$ cat src/board_periph_macros.svh
// Board peripheral constants and register map; include where sizes or offsets are needed
`ifndef BOARD_PERIPH_MACROS_SVH
`define BOARD_PERIPH_MACROS_SVH

// Console transmit FIFO entries
`define BOARD_TX_FIFO_DEPTH 8

// soc_clk cycles per UART bit
`define BOARD_UART_CLKS_PER_BIT 16

// Terminal count of the RTC counter, tick toggles every count+1 cycles
`define BOARD_RTC_HALF_PERIOD 24

// Register offsets on the APB slave
// TXDATA is write only
`define BOARD_REG_TXDATA 12'h000
// STATUS is read only, bit 0 full, bit 1 empty, bit 2 busy, bits 7:4 level
`define BOARD_REG_STATUS 12'h004
// SCRATCH is a plain 32-bit read/write register
`define BOARD_REG_SCRATCH 12'h008

`endif

$ cat src/board_periph_pkg.sv
// Shared console and board types; imported by the board peripheral RTL and testbench
package board_periph_pkg;

  ////////////////////////////////////////
  // Data widths
  ////////////////////////////////////////

  // One console character
  typedef logic [7:0]  byte_t;

  // APB byte address and data word
  typedef logic [11:0] apb_addr_t;
  typedef logic [31:0] apb_data_t;

  // FIFO occupancy, 0 up to and including the depth
  typedef logic [3:0]  fifo_level_t;

  // Fan duty in high cycles per 16-cycle frame
  typedef logic [3:0]  fan_duty_t;

  ////////////////////////////////////////
  // UART transmitter FSM
  ////////////////////////////////////////

  typedef enum logic [1:0] {
    UART_IDLE,
    UART_START,
    UART_DATA,
    UART_STOP
  } uart_state_e;

endpackage

$ cat src/board_reset_sync.sv
// Board reset synchronizer; instantiated at the top to derive the SoC reset from rst_n
module board_reset_sync (
  input  logic soc_clk,
  input  logic rst_n,
  input  logic test_mode_i,
  output logic soc_rst_n_o
);

  logic [1:0] sync_q;

  // Assertion is asynchronous, release walks through two flops
  always_ff @(posedge soc_clk or negedge rst_n) begin
    if (!rst_n) begin
      sync_q <= 2'b00;
    end else begin
      sync_q <= {sync_q[0], 1'b1};
    end
  end

  // Test mode hands the raw board reset straight through
  assign soc_rst_n_o = test_mode_i ? rst_n : sync_q[1];

endmodule

$ cat src/board_rtc_div.sv
// Real-time-clock tick divider; turns soc_clk into a slow square wave for the RTC input
`include "board_periph_macros.svh"

module board_rtc_div (
  input  logic soc_clk,
  input  logic rst_n,
  output logic rtc_o
);

  localparam int unsigned CntW = $clog2(`BOARD_RTC_HALF_PERIOD + 1);

  logic [CntW-1:0] cnt_q;
  logic            tick_q;
  logic            wrap;

  assign wrap = (cnt_q == CntW'(`BOARD_RTC_HALF_PERIOD));

  // Wrap and toggle once per half period
  always_ff @(posedge soc_clk or negedge rst_n) begin
    if (!rst_n) begin
      cnt_q  <= '0;
      tick_q <= 1'b0;
    end else if (wrap) begin
      cnt_q  <= '0;
      tick_q <= ~tick_q;
    end else begin
      cnt_q  <= cnt_q + 1'b1;
    end
  end

  assign rtc_o = tick_q;

endmodule

$ cat src/board_fan_pwm.sv
// Fan PWM generator; drives the cooling fan from the 4-bit switch duty setting
module board_fan_pwm (
  input  logic                       soc_clk,
  input  logic                       rst_n,
  input  board_periph_pkg::fan_duty_t duty_i,
  output logic                       fan_pwm_o
);

  import board_periph_pkg::*;

  fan_duty_t frame_q;
  fan_duty_t duty_q;
  logic      pwm_q;

  // Free-running 16-cycle frame
  always_ff @(posedge soc_clk or negedge rst_n) begin
    if (!rst_n) begin
      frame_q <= '0;
    end else begin
      frame_q <= frame_q + 1'b1;
    end
  end

  // Switches are sampled once, output registered for a clean fan driver
  always_ff @(posedge soc_clk or negedge rst_n) begin
    if (!rst_n) begin
      duty_q <= '0;
      pwm_q  <= 1'b0;
    end else begin
      duty_q <= duty_i;
      pwm_q  <= (frame_q < duty_q);
    end
  end

  assign fan_pwm_o = pwm_q;

endmodule

$ cat src/board_apb_regs.sv
// APB console register slave; pushes TXDATA bytes into the transmit FIFO and reports status
`include "board_periph_macros.svh"

module board_apb_regs (
  input  logic                         soc_clk,
  input  logic                         rst_n,

  // APB slave
  input  logic                         psel_i,
  input  logic                         penable_i,
  input  logic                         pwrite_i,
  input  board_periph_pkg::apb_addr_t  paddr_i,
  input  board_periph_pkg::apb_data_t  pwdata_i,
  output board_periph_pkg::apb_data_t  prdata_o,
  output logic                         pready_o,
  output logic                         pslverr_o,

  // FIFO push side
  output logic                         push_o,
  output board_periph_pkg::byte_t      push_data_o,

  // Status inputs
  input  logic                         full_i,
  input  logic                         empty_i,
  input  logic                         busy_i,
  input  board_periph_pkg::fifo_level_t level_i
);

  import board_periph_pkg::*;

  ////////////////////////////////////////
  // Access decode
  ////////////////////////////////////////

  logic      access;
  logic      hit_txdata;
  logic      hit_status;
  logic      hit_scratch;
  logic      unmapped;
  apb_data_t scratch_q;
  apb_data_t status_word;

  // Only the access phase does anything
  assign access = psel_i & penable_i;

  assign hit_txdata  = (paddr_i == `BOARD_REG_TXDATA);
  assign hit_status  = (paddr_i == `BOARD_REG_STATUS);
  assign hit_scratch = (paddr_i == `BOARD_REG_SCRATCH);
  assign unmapped    = ~(hit_txdata | hit_status | hit_scratch);

  // No wait states
  assign pready_o = 1'b1;

  // Refused TXDATA writes, STATUS writes and holes in the map
  assign pslverr_o = access & ((pwrite_i & hit_txdata & full_i) |
                               (pwrite_i & hit_status) |
                               unmapped);

  ////////////////////////////////////////
  // Push and SCRATCH
  ////////////////////////////////////////

  assign push_o      = access & pwrite_i & hit_txdata & ~full_i;
  assign push_data_o = pwdata_i[7:0];

  always_ff @(posedge soc_clk or negedge rst_n) begin
    if (!rst_n) begin
      scratch_q <= '0;
    end else if (access && pwrite_i && hit_scratch) begin
      scratch_q <= pwdata_i;
    end
  end

  ////////////////////////////////////////
  // Read data
  ////////////////////////////////////////

  assign status_word = {24'h0, level_i, 1'b0, busy_i, empty_i, full_i};

  // TXDATA reads back as zero
  always_comb begin
    prdata_o = '0;
    if (access && !pwrite_i) begin
      if (hit_status) begin
        prdata_o = status_word;
      end else if (hit_scratch) begin
        prdata_o = scratch_q;
      end
    end
  end

endmodule

$ cat src/board_tx_fifo.sv
// Console transmit FIFO; buffers bytes between the APB register block and the UART
`include "board_periph_macros.svh"

module board_tx_fifo (
  input  logic                          soc_clk,
  input  logic                          rst_n,
  input  logic                          push_i,
  input  board_periph_pkg::byte_t       data_i,
  input  logic                          pop_i,
  output board_periph_pkg::byte_t       data_o,
  output logic                          full_o,
  output logic                          empty_o,
  output board_periph_pkg::fifo_level_t level_o
);

  import board_periph_pkg::*;

  localparam int unsigned Depth = `BOARD_TX_FIFO_DEPTH;
  localparam int unsigned PtrW  = $clog2(Depth);

  byte_t       mem_q [Depth];
  logic [PtrW-1:0] wr_ptr_q;
  logic [PtrW-1:0] rd_ptr_q;
  fifo_level_t level_q;

  // Storage, written only on a push
  always_ff @(posedge soc_clk) begin
    if (push_i) begin
      mem_q[wr_ptr_q] <= data_i;
    end
  end

  // Pointers wrap at the last entry; level tracks push minus pop
  always_ff @(posedge soc_clk or negedge rst_n) begin
    if (!rst_n) begin
      wr_ptr_q <= '0;
      rd_ptr_q <= '0;
      level_q  <= '0;
    end else begin
      if (push_i) begin
        wr_ptr_q <= (wr_ptr_q == PtrW'(Depth - 1)) ? '0 : wr_ptr_q + 1'b1;
      end
      if (pop_i) begin
        rd_ptr_q <= (rd_ptr_q == PtrW'(Depth - 1)) ? '0 : rd_ptr_q + 1'b1;
      end
      if (push_i && !pop_i) begin
        level_q <= level_q + 1'b1;
      end else if (pop_i && !push_i) begin
        level_q <= level_q - 1'b1;
      end
    end
  end

  // Head entry is always visible
  assign data_o  = mem_q[rd_ptr_q];
  assign full_o  = (level_q == fifo_level_t'(Depth));
  assign empty_o = (level_q == '0);
  assign level_o = level_q;

endmodule

$ cat src/board_uart_tx.sv
// 8N1 UART transmitter; drains the console FIFO onto the board's serial line
`include "board_periph_macros.svh"

module board_uart_tx (
  input  logic                    soc_clk,
  input  logic                    rst_n,
  input  logic                    empty_i,
  input  board_periph_pkg::byte_t data_i,
  output logic                    pop_o,
  output logic                    busy_o,
  output logic                    uart_tx_o
);

  import board_periph_pkg::*;

  localparam int unsigned ClksPerBit = `BOARD_UART_CLKS_PER_BIT;
  localparam int unsigned CntW       = $clog2(ClksPerBit);

  uart_state_e     state_q;
  logic [CntW-1:0] clk_cnt_q;
  logic [2:0]      bit_idx_q;
  byte_t           shift_q;
  logic            tx_q;
  logic            bit_end;

  assign bit_end = (clk_cnt_q == CntW'(ClksPerBit - 1));

  // Take the head byte as soon as the line is idle
  assign pop_o  = (state_q == UART_IDLE) & ~empty_i;
  assign busy_o = (state_q != UART_IDLE);

  ////////////////////////////////////////
  // Frame sequencing
  ////////////////////////////////////////

  always_ff @(posedge soc_clk or negedge rst_n) begin
    if (!rst_n) begin
      state_q   <= UART_IDLE;
      clk_cnt_q <= '0;
      bit_idx_q <= '0;
      tx_q      <= 1'b1;
    end else begin
      clk_cnt_q <= bit_end ? '0 : clk_cnt_q + 1'b1;
      unique case (state_q)
        UART_IDLE: begin
          clk_cnt_q <= '0;
          if (pop_o) begin
            state_q <= UART_START;
            tx_q    <= 1'b0;
          end
        end
        UART_START: begin
          if (bit_end) begin
            state_q   <= UART_DATA;
            bit_idx_q <= '0;
            tx_q      <= shift_q[0];
          end
        end
        UART_DATA: begin
          if (bit_end) begin
            if (bit_idx_q == 3'd7) begin
              state_q <= UART_STOP;
              tx_q    <= 1'b1;
            end else begin
              bit_idx_q <= bit_idx_q + 1'b1;
              tx_q      <= shift_q[0];
            end
          end
        end
        UART_STOP: begin
          if (bit_end) begin
            state_q <= UART_IDLE;
          end
        end
        default: state_q <= UART_IDLE;
      endcase
    end
  end

  // Data shifter, LSB leaves first
  always_ff @(posedge soc_clk) begin
    if (pop_o) begin
      shift_q <= data_i;
    end else if (bit_end && (state_q == UART_START || state_q == UART_DATA)) begin
      shift_q <= {1'b0, shift_q[7:1]};
    end
  end

  assign uart_tx_o = tx_q;

endmodule

$ cat src/board_periph_top.sv
// Board peripheral top level; wires reset sync, RTC tick, fan PWM and the console TX path
module board_periph_top (
  input  logic                         soc_clk,
  input  logic                         rst_n,
  input  logic                         test_mode_i,

  // APB slave
  input  logic                         psel_i,
  input  logic                         penable_i,
  input  logic                         pwrite_i,
  input  board_periph_pkg::apb_addr_t  paddr_i,
  input  board_periph_pkg::apb_data_t  pwdata_i,
  output board_periph_pkg::apb_data_t  prdata_o,
  output logic                         pready_o,
  output logic                         pslverr_o,

  // Board IO
  input  board_periph_pkg::fan_duty_t  fan_sw_i,
  output logic                         uart_tx_o,
  output logic                         rtc_o,
  output logic                         fan_pwm_o
);

  import board_periph_pkg::*;

  logic        soc_rst_n;
  logic        push;
  byte_t       push_data;
  logic        pop;
  byte_t       fifo_data;
  logic        fifo_full;
  logic        fifo_empty;
  fifo_level_t fifo_level;
  logic        uart_busy;

  ////////////////////////////////////////
  // Reset, RTC and fan
  ////////////////////////////////////////

  board_reset_sync i_reset_sync (
    .soc_clk     ( soc_clk     ),
    .rst_n       ( rst_n       ),
    .test_mode_i ( test_mode_i ),
    .soc_rst_n_o ( soc_rst_n   )
  );

  board_rtc_div i_rtc_div (
    .soc_clk ( soc_clk   ),
    .rst_n   ( soc_rst_n ),
    .rtc_o   ( rtc_o     )
  );

  board_fan_pwm i_fan_pwm (
    .soc_clk   ( soc_clk   ),
    .rst_n     ( soc_rst_n ),
    .duty_i    ( fan_sw_i  ),
    .fan_pwm_o ( fan_pwm_o )
  );

  ////////////////////////////////////////
  // Console transmit path
  ////////////////////////////////////////

  board_apb_regs i_apb_regs (
    .soc_clk     ( soc_clk    ),
    .rst_n       ( soc_rst_n  ),
    .psel_i      ( psel_i     ),
    .penable_i   ( penable_i  ),
    .pwrite_i    ( pwrite_i   ),
    .paddr_i     ( paddr_i    ),
    .pwdata_i    ( pwdata_i   ),
    .prdata_o    ( prdata_o   ),
    .pready_o    ( pready_o   ),
    .pslverr_o   ( pslverr_o  ),
    .push_o      ( push       ),
    .push_data_o ( push_data  ),
    .full_i      ( fifo_full  ),
    .empty_i     ( fifo_empty ),
    .busy_i      ( uart_busy  ),
    .level_i     ( fifo_level )
  );

  board_tx_fifo i_tx_fifo (
    .soc_clk ( soc_clk    ),
    .rst_n   ( soc_rst_n  ),
    .push_i  ( push       ),
    .data_i  ( push_data  ),
    .pop_i   ( pop        ),
    .data_o  ( fifo_data  ),
    .full_o  ( fifo_full  ),
    .empty_o ( fifo_empty ),
    .level_o ( fifo_level )
  );

  board_uart_tx i_uart_tx (
    .soc_clk   ( soc_clk    ),
    .rst_n     ( soc_rst_n  ),
    .empty_i   ( fifo_empty ),
    .data_i    ( fifo_data  ),
    .pop_o     ( pop        ),
    .busy_o    ( uart_busy  ),
    .uart_tx_o ( uart_tx_o  )
  );

endmodule

$ cat config.mk
export PLATFORM = sky130hd
export DESIGN_NAME = board_periph_top
export DESIGN_NICKNAME = d
export VERILOG_FILES = /design/src/board_periph_pkg.sv /design/src/board_reset_sync.sv /design/src/board_rtc_div.sv /design/src/board_fan_pwm.sv /design/src/board_apb_regs.sv /design/src/board_tx_fifo.sv /design/src/board_uart_tx.sv /design/src/board_periph_top.sv
export VERILOG_INCLUDE_DIRS = /design/src
export SDC_FILE = /design/constraint.sdc
export NUM_CORES = 1
export LEC_CHECK = 0
export ABC_AREA = 0
export BUFFER_PORTS_ARGS = -buffer_cell sky130_fd_sc_hd__buf_4
export CORE_ASPECT_RATIO = 1.2
export CORE_MARGIN = 2
export CORE_UTILIZATION = 51
export CTS_CLUSTER_DIAMETER = 200
export DETAILED_ROUTE_END_ITERATION = 8
export PLACE_DENSITY = 0.72
export SKIP_LAST_GASP = 1
export SLEW_MARGIN = 10
export SYNTH_ARGS = -nofsm -noshare
export SYNTH_HDL_FRONTEND = slang
export SYNTH_SLANG_ARGS = --single-unit
export TNS_END_PERCENT = 50
$ cat constraint.sdc
create_clock -name soc_clk -period 2.75 [get_ports soc_clk]
set_clock_uncertainty 0.05 [all_clocks]
set_input_delay 0.55 -clock soc_clk [delete_from_list [all_inputs] [get_ports soc_clk]]
set_output_delay 0.55 -clock soc_clk [all_outputs]
set_load 0.02 [all_outputs]
==> metrics.cfg, run 1 <==
[synth]
seq_area_frac_synth_pct = 63.2
ys_ff_latch = 141
dominantRegCellSynth = edfxtp_1
synth_edf_count = 72
yosysTopAreaCell = edfxtp_1
yosys-top-cells-count = 72 x edfxtp_1, 68 x dfrtp_1, 38 x mux2_2
post-synth-top-count-cell = edfxtp_1
async_flop_share_pct = 48.9
synth-warning-count = 0
synth_area_leaders = edfxtp_1 35%, dfrtp_1 28%, mux2_2 6.9%
synth_top_cell_area_share_pct = 35.1
synth_cells = 408
ys_types = 48
synth_area_per_cell_um2 = 15.1
syn_area_mm2 = 0.00616

[sta]
max_slew_margin_pct = 47.0
setup_violations = 35
setup_total_negative_slack_ps = -12510
hold_violations = 0
fmax_ghz = 0.315
setup_ws_ps = -424
min_period_over_period_pct = 115
rsz0062_at_grt = yes
worst_pin_slew_ps = 796
period_needed_ps = 3170
final-max-slew-violation-count = 0

[pwr]
peakVddDrop_uv = 419
leakagePower_nw = 3.57
switching_share_pct = 20.3
p_clk_share_pct = 46.9
p_switching_uw = 902
seqPwrFrac_pct = 50.1
p_per_area_mw_per_mm2 = 544
combPwrFrac_pct = 3.0
internal_power_mw = 3.54

[floorplan]
coreArea_mm2 = 0.0117
die_x_um = 104
dieArea_mm2 = 0.0130
rows = 43
io_pins = 91
die_h_um = 124
start_util_pct = 52.8

[cells_and_area]
nets = 614
syn_to_final_growth_pct = 32.6
fillers = 782
stdcell_count = 708
diodes = 0
drive_gt1_share_pct = 45.6

[outcome]
outcome = finished with violations
failed_checks = negative setup slack

[routing]
wl_um = 12700
vias = 3841
wl_per_cell_um = 18.0
drcViolationCount = 0
postRouteAntennaNets = 0
drtPass1Iterations = 4
drt_iter0_markers = 158
routed_via_density = 5.43

[grt]
grt_pass1_vias = 4097
grt_pass1_wl_um = 20600
overflow = 0
grt.total_usage_pct = 20.5
grt_max_degree = 68
antenna_found_initial = 0

[setup_path]
crit_top_cell = buf_6
worstPathArrival_ps = 2570
path_class = input port to primary output
worstPathCellList = buf_6, or4_4, or4_4, buf_6, nor3b_4, buf_6, buf_6, a22o_1, buf_6
r2r-end = i_tx_fifo.level_o[3]$_DFFE_PN0P_
endpoint_kind = primary output
worstRegToRegCells = 10
critical_path.max_stage_delay_ps = 520
start_kind = input port
slowest_stage = or4_4
crit_buf_inv = 5
crit_family = simple AND/OR/NAND/NOR gates
cp.required_ps = 2150
crit_cells = 9
reg2reg_slack_ps = 70
rr_startpoint = i_tx_fifo.level_o[3]$_DFFE_PN0P_
path_max_fanout = 6

[clocking]
clockBufferDepth = 2
root_buffer = clkbuf_16
h-tree-depth = 4
clk_pin_slew_worst_paths_ps = 60
clk_latency_ps = 410
cts_tree = yes
clock_sinks = 141
cts_made_buffers = 17

[worst_hold_path]
min_to = i_fan_pwm.duty_q[1]$_DFF_PN0_
min-delay-start = fan_sw_i[1]
hold_path_class = input port to flip-flop
worstHoldPathCells = 1

[placed_design]
place_inst = 672
port_buffers = 89
dp_hpwl_um = 8630
gp_congestion = 0.862

[job]
cap_violations = 0

-- logic make-up (layout without fill, tap and decap cells) --
kind of cell | Yosys count | count (layout) | share of synthesized area, %
adder cells (fa/ha/maj) | 22 | 22 | 4.59
XOR/XNOR | 8 | 8 | 1.14
multiplexers | 65 | 65 | 14.6
buffers and inverters | 32 | 174 | 2.11
flip-flops | 141 | 141 | 63.2
other | 1 | 2 | 0.0609
AND/OR/NAND/NOR | 92 | 92 | 9.18
AO/OA/AOI/OAI | 47 | 47 | 5.16
-- through the flow --
stage	power [mW]	util [%]	hold WS [ps]	area (um^2)	worst slack (ps)
floorplan	2.31	-	204	6260	-810
global placement	2.40	63.5	285	7410	-813
detailed placement	2.40	63.5	287	7410	-863
CTS	4.48	69.4	179	8100	-423
global route	4.57	69.9	177	8170	-472
finish	4.44	69.9	192	8170	-424
-- area by class of cell --
class / instances / area (um^2) / share of cell area (%)
Sequential cell: 141 / 3890 / 47.6
Clock buffer: 22 / 485 / 5.95
Multi-Input combinational cell: 236 / 2270 / 27.8
Timing Repair Buffer: 130 / 1210 / 14.8
Inverter: 12 / 47.5 / 0.582
Clock inverter: 10 / 62.6 / 0.766
Tap cell: 157 / 196 / 2.41
-- what timing repair did --
action                                  CTS  global route
endpoints found under the hold margin     2             0
hold buffers                              1             0
endpoints found under the setup margin   35            35
cloned                                    2             0
buffers inserted                          1             0
pin swaps                                17            11
resized for setup                        36            19
-- cell usage in the layout (no fill, tap or decap), types with 4 or more instances in the layout --
master	count
buf_4	86
edfxtp_1	72
dfrtp_1	68
mux2_2	38
buf_6	35
ha_1	18
clkbuf_16	18
and2_4	17
mux4_2	16
o21ai_0	15
nand2_1	14
a22o_1	12
nor2_1	12
inv_1	11
mux2i_1	10
buf_12	8
nor3_1	7
a21oi_1	7
and2_2	5
xnor2_1	5
a21o_1	5
clkinv_2	5
nor2b_1	4
-- metal layers --
| metal | global-route usage, % | share of wire [%] |
|---|---|---|
| met3 | 7.59 | 6.7 |
| met1 | 23.3 | 40 |
| met2 | 35.4 | 51 |
| met5 | 0 | 0 |
| met4 | 7.00 | 1.7 |
-- sequential cells by signal, indices dropped and copies added, names as in the netlist, 4 cells and up --
signal                cells
i_uart_tx.clk_cnt_q       4
i_tx_fifo.mem_q          64
i_fan_pwm.duty_q          4
i_fan_pwm.frame_q         4
i_rtc_div.cnt_q           5
i_apb_regs.scratch_q     32
i_uart_tx.shift_q         8
i_tx_fifo.level_o         4
-- how the worst max path moves through the flow --
stage | to | slack, ps | startpoint
after floorplan | i_tx_fifo.level_o[3]$_DFFE_PN0P_ | -810 | paddr_i[6]
after global placement | i_tx_fifo.level_o[3]$_DFFE_PN0P_ | -810 | paddr_i[6]
after detailed placement | i_tx_fifo.level_o[3]$_DFFE_PN0P_ | -860 | paddr_i[6]
after CTS | prdata_o[4] | -420 | paddr_i[8]
after global routing | prdata_o[4] | -470 | paddr_i[1]
final | prdata_o[4] | -420 | paddr_i[1]
-- power by group through the flow --
| stage | combinational (mW) | sequential [mW] | clock (mW) |
|---|---|---|---|
| CTS | 0.136 | 2.23 | 2.12 |
| global route | 0.148 | 2.23 | 2.19 |
| global placement | 0.129 | 2.27 | 0 |
| detailed placement | 0.132 | 2.27 | 0 |
| floorplan | 0.0368 | 2.27 | 0 |
| finish | 0.133 | 2.23 | 2.08 |
(Power assumes the default switching activity.)
==> inputs of run 2 (changes only) <==
Clock period 2.75 ns to 2.9 ns, I/O delays scaled along.
==> run 2 against run 1 <==
The flow still finishes with violations (negative setup slack). Global-route usage is 0.28 points higher. Utilization is 0.66 points lower. Wire length hardly changed. Sequential power is 5% lower. Cell area is 0.95% lower. Sequential share of layout area is 0.46 points higher. Clock-buffer cell count is 3 lower. Cell count is 0.42% lower. Largest power group is now clock.
==> metrics.cfg, run 2 (synthesis results as in run 1) <==
[cells_and_area]
drive_gt1_share_pct = 43.4  ; was 45.6%
diodes = 0  ; unchanged
syn_to_final_growth_pct = 31.3  ; was 32.6%
largest_register_ffs = 64  ; unchanged
fillers = 806  ; was 782
fin_util_pct = 69.3  ; was 69.9%
top_regs = i_tx_fifo.mem_q: 64 flops, i_apb_regs.scratch_q: 32 flops, i_uart_tx.shift_q: 8 flops  ; unchanged
final_common_cell = buf_4  ; unchanged
nets = 612  ; was 614
regMostFlops = i_tx_fifo.mem_q  ; unchanged
mostFrequentLayoutCells = 103 x buf_4, 72 x edfxtp_1, 68 x dfrtp_1, 37 x mux2_2, 19 x buf_6  ; was 86 x buf_4, 72 x edfxtp_1, 68 x dfrtp_1, 38 x mux2_2, 35 x buf_6
seqCellArea_mm2 = 0.00389  ; unchanged
multi_input_area_mm2 = 0.00226  ; was 0.00227 mm^2

[floorplan]
die_x_um = 104  ; unchanged
rows = 43  ; unchanged
dieArea_mm2 = 0.0130  ; unchanged
start_util_pct = 52.8  ; unchanged
coreArea_mm2 = 0.0117  ; unchanged
die_h_um = 124  ; unchanged
io_pins = 91  ; unchanged

[routing]
postRouteAntennaNets = 0  ; unchanged
routed_via_density = 5.44  ; was 5.43
vias = 3838  ; was 3841
drtPass1Iterations = 5  ; was 4
wl_per_cell_um = 18.1  ; was 18.0 um
drt_iter0_markers = 219  ; was 158
wl_um = 12700  ; about the same
drcViolationCount = 0  ; unchanged

[sta]
hold_violations = 0  ; unchanged
setup_violations = 34  ; was 35
worst_pin_slew_ps = 913  ; was 796 ps
final-max-slew-violation-count = 0  ; unchanged
min_period_over_period_pct = 113
setup_ws_ps = -365  ; was -424 ps
rsz0062_at_grt = yes  ; unchanged
period_needed_ps = 3260
max_slew_margin_pct = 39.1  ; was 47.0%
hold_slack_ps = 224  ; was 192 ps
fmax_ghz = 0.306

[placed_design]
dp_slack_ps = -724  ; was -863 ps
dp_hpwl_um = 8520  ; was 8630 um
port_buffers = 89  ; unchanged
gp_congestion = 0.847  ; was 0.862

[setup_path]
cp.required_ps = 2270  ; was 2150 ps
start_kind = input port  ; unchanged
path_max_fanout = 8  ; was 6
worstPathArrival_ps = 2630  ; was 2570 ps
endpoint_kind = primary output  ; unchanged
path_class = input port to primary output  ; unchanged

[pwr]
combPwrFrac_pct = 2.7  ; was 3.0%
peakVddDrop_uv = 421  ; was 419 uV
internal_power_mw = 3.60  ; was 3.54 mW
p_switching_uw = 867  ; was 902 uW
seqPwrFrac_pct = 47.3  ; was 50.1%
p_clk_share_pct = 50.0  ; was 46.9%
p_per_area_mw_per_mm2 = 552  ; was 544 mW/mm^2
leakagePower_nw = 3.54  ; was 3.57 nW
switching_share_pct = 19.4  ; was 20.3%

[clocking]
clockBufferDepth = 2  ; unchanged
root_buffer = clkbuf_16  ; unchanged
cts_made_buffers = 17  ; unchanged
h-tree-depth = 4  ; unchanged
clk_pin_slew_worst_paths_ps = 50  ; was 60 ps
cts_tree = yes  ; unchanged
clock_sinks = 141  ; unchanged
clk_latency_ps = 410  ; about the same

[worst_hold_path]
hold_path_class = input port to flip-flop  ; unchanged

[grt]
grt_util_met2_pct = 33.6  ; was 35.4%
busiest_layer = met2  ; unchanged
grt_max_degree = 68  ; unchanged
grt.total_usage_pct = 20.7  ; was 20.5%
grt_use_met3_pct = 8.37  ; was 7.59%
antenna_found_initial = 0  ; unchanged
grt_pass1_wl_um = 21000  ; was 20600 um
overflow = 0  ; unchanged
grtUsageMet1_pct = 26.2  ; was 23.3%
grt_pass1_vias = 4135  ; was 4097

[outcome]
failed_checks = negative setup slack  ; unchanged
outcome = finished with violations  ; unchanged

[job]
cap_violations = 0  ; unchanged

run 2: changes by cell type in the layout (fill, tap and decap cells not counted), sizes merged:
cell | previous run | this run
inv | 15 | 13
buf | 129 | 127
clkbuf | 22 | 19
bufinv | 0 | 4
clkinv | 6 | 5
clkinvlp | 1 | 2
run 2: worst paths after layout:
| check | endpoint | cells past startpoint | start | slack, ps |
|---|---|---|---|---|
| max | prdata_o[0] | 9 | paddr_i[8] | -360 |
| min | i_fan_pwm.duty_q[0]$_DFF_PN0_ | 1 | fan_sw_i[0] | 220 |
| max reg2reg | i_tx_fifo.level_o[3]$_DFFE_PN0P_ | 10 | i_tx_fifo.level_o[3]$_DFFE_PN0P_ | 290 |
| min reg2reg | i_reset_sync.sync_q[1]$_DFF_PN0_ | 0 | i_reset_sync.sync_q[0]$_DFF_PN0_ | 310 |
| max in group asynchronous | i_apb_regs.scratch_q[0]$_DFFE_PN0P_ | 3 | rst_n | 1250 |
| min in group asynchronous | i_uart_tx.bit_idx_q[0]$_DFFE_PN0P_ | 2 | test_mode_i | 380 |
run 2: what timing repair did:
item / CTS / global route
setup endpoints to repair: 34 / 35
cloned: 0 / 2
buffers inserted: 0 / 2
endpoints found under the hold margin: 2 / 0
hold buffers: 1 / 0
pin swaps: 0 / 14
resized for setup: 2 / 34
run 2: through the flow:
stage	std cells	power [mW]	instance area (um^2)	setup TNS, ps
finish	705	4.47	8090	-11020
global route	705	4.60	8090	-13060
CTS	701	4.50	7970	-10890
detailed placement	669	2.27	7340	-24260
global placement	669	2.27	7340	-22730
floorplan	409	2.19	6260	-3130
run 2: critical path, stage by stage:
cell and delay [ps]:
buf_6 90, or4_4 530, or4_4 530, buf_6 140
nor3b_4 190, buf_6 150, buf_8 120, a22o_1 160
buf_4 150
run 2: layout make-up:
class / instances / share of cell area, %
multi-input cells: 236 / 27.9
clock inverters: 12 / 2.12
inverters: 12 / 0.588
well taps: 157 / 2.43
repair buffers: 128 / 13.5
clock buffers: 19 / 5.35
flip-flops and latches: 141 / 48.1
run 2: routing by layer:
metal,part of all wire [%],up-vias
met5,0,-
met4,0.78,0
met3,7.3,8
met2,51,127
met1,41,1928
li1,-,1775
run 2: power by group through the flow:
stage | sequential (mW) | combinational [mW] | clock [mW]
after floorplan | 2.15 | 0.0349 | 0
after global placement | 2.15 | 0.117 | 0
after detailed placement | 2.15 | 0.122 | 0
after CTS | 2.11 | 0.124 | 2.27
after global routing | 2.11 | 0.135 | 2.35
final | 2.11 | 0.122 | 2.23
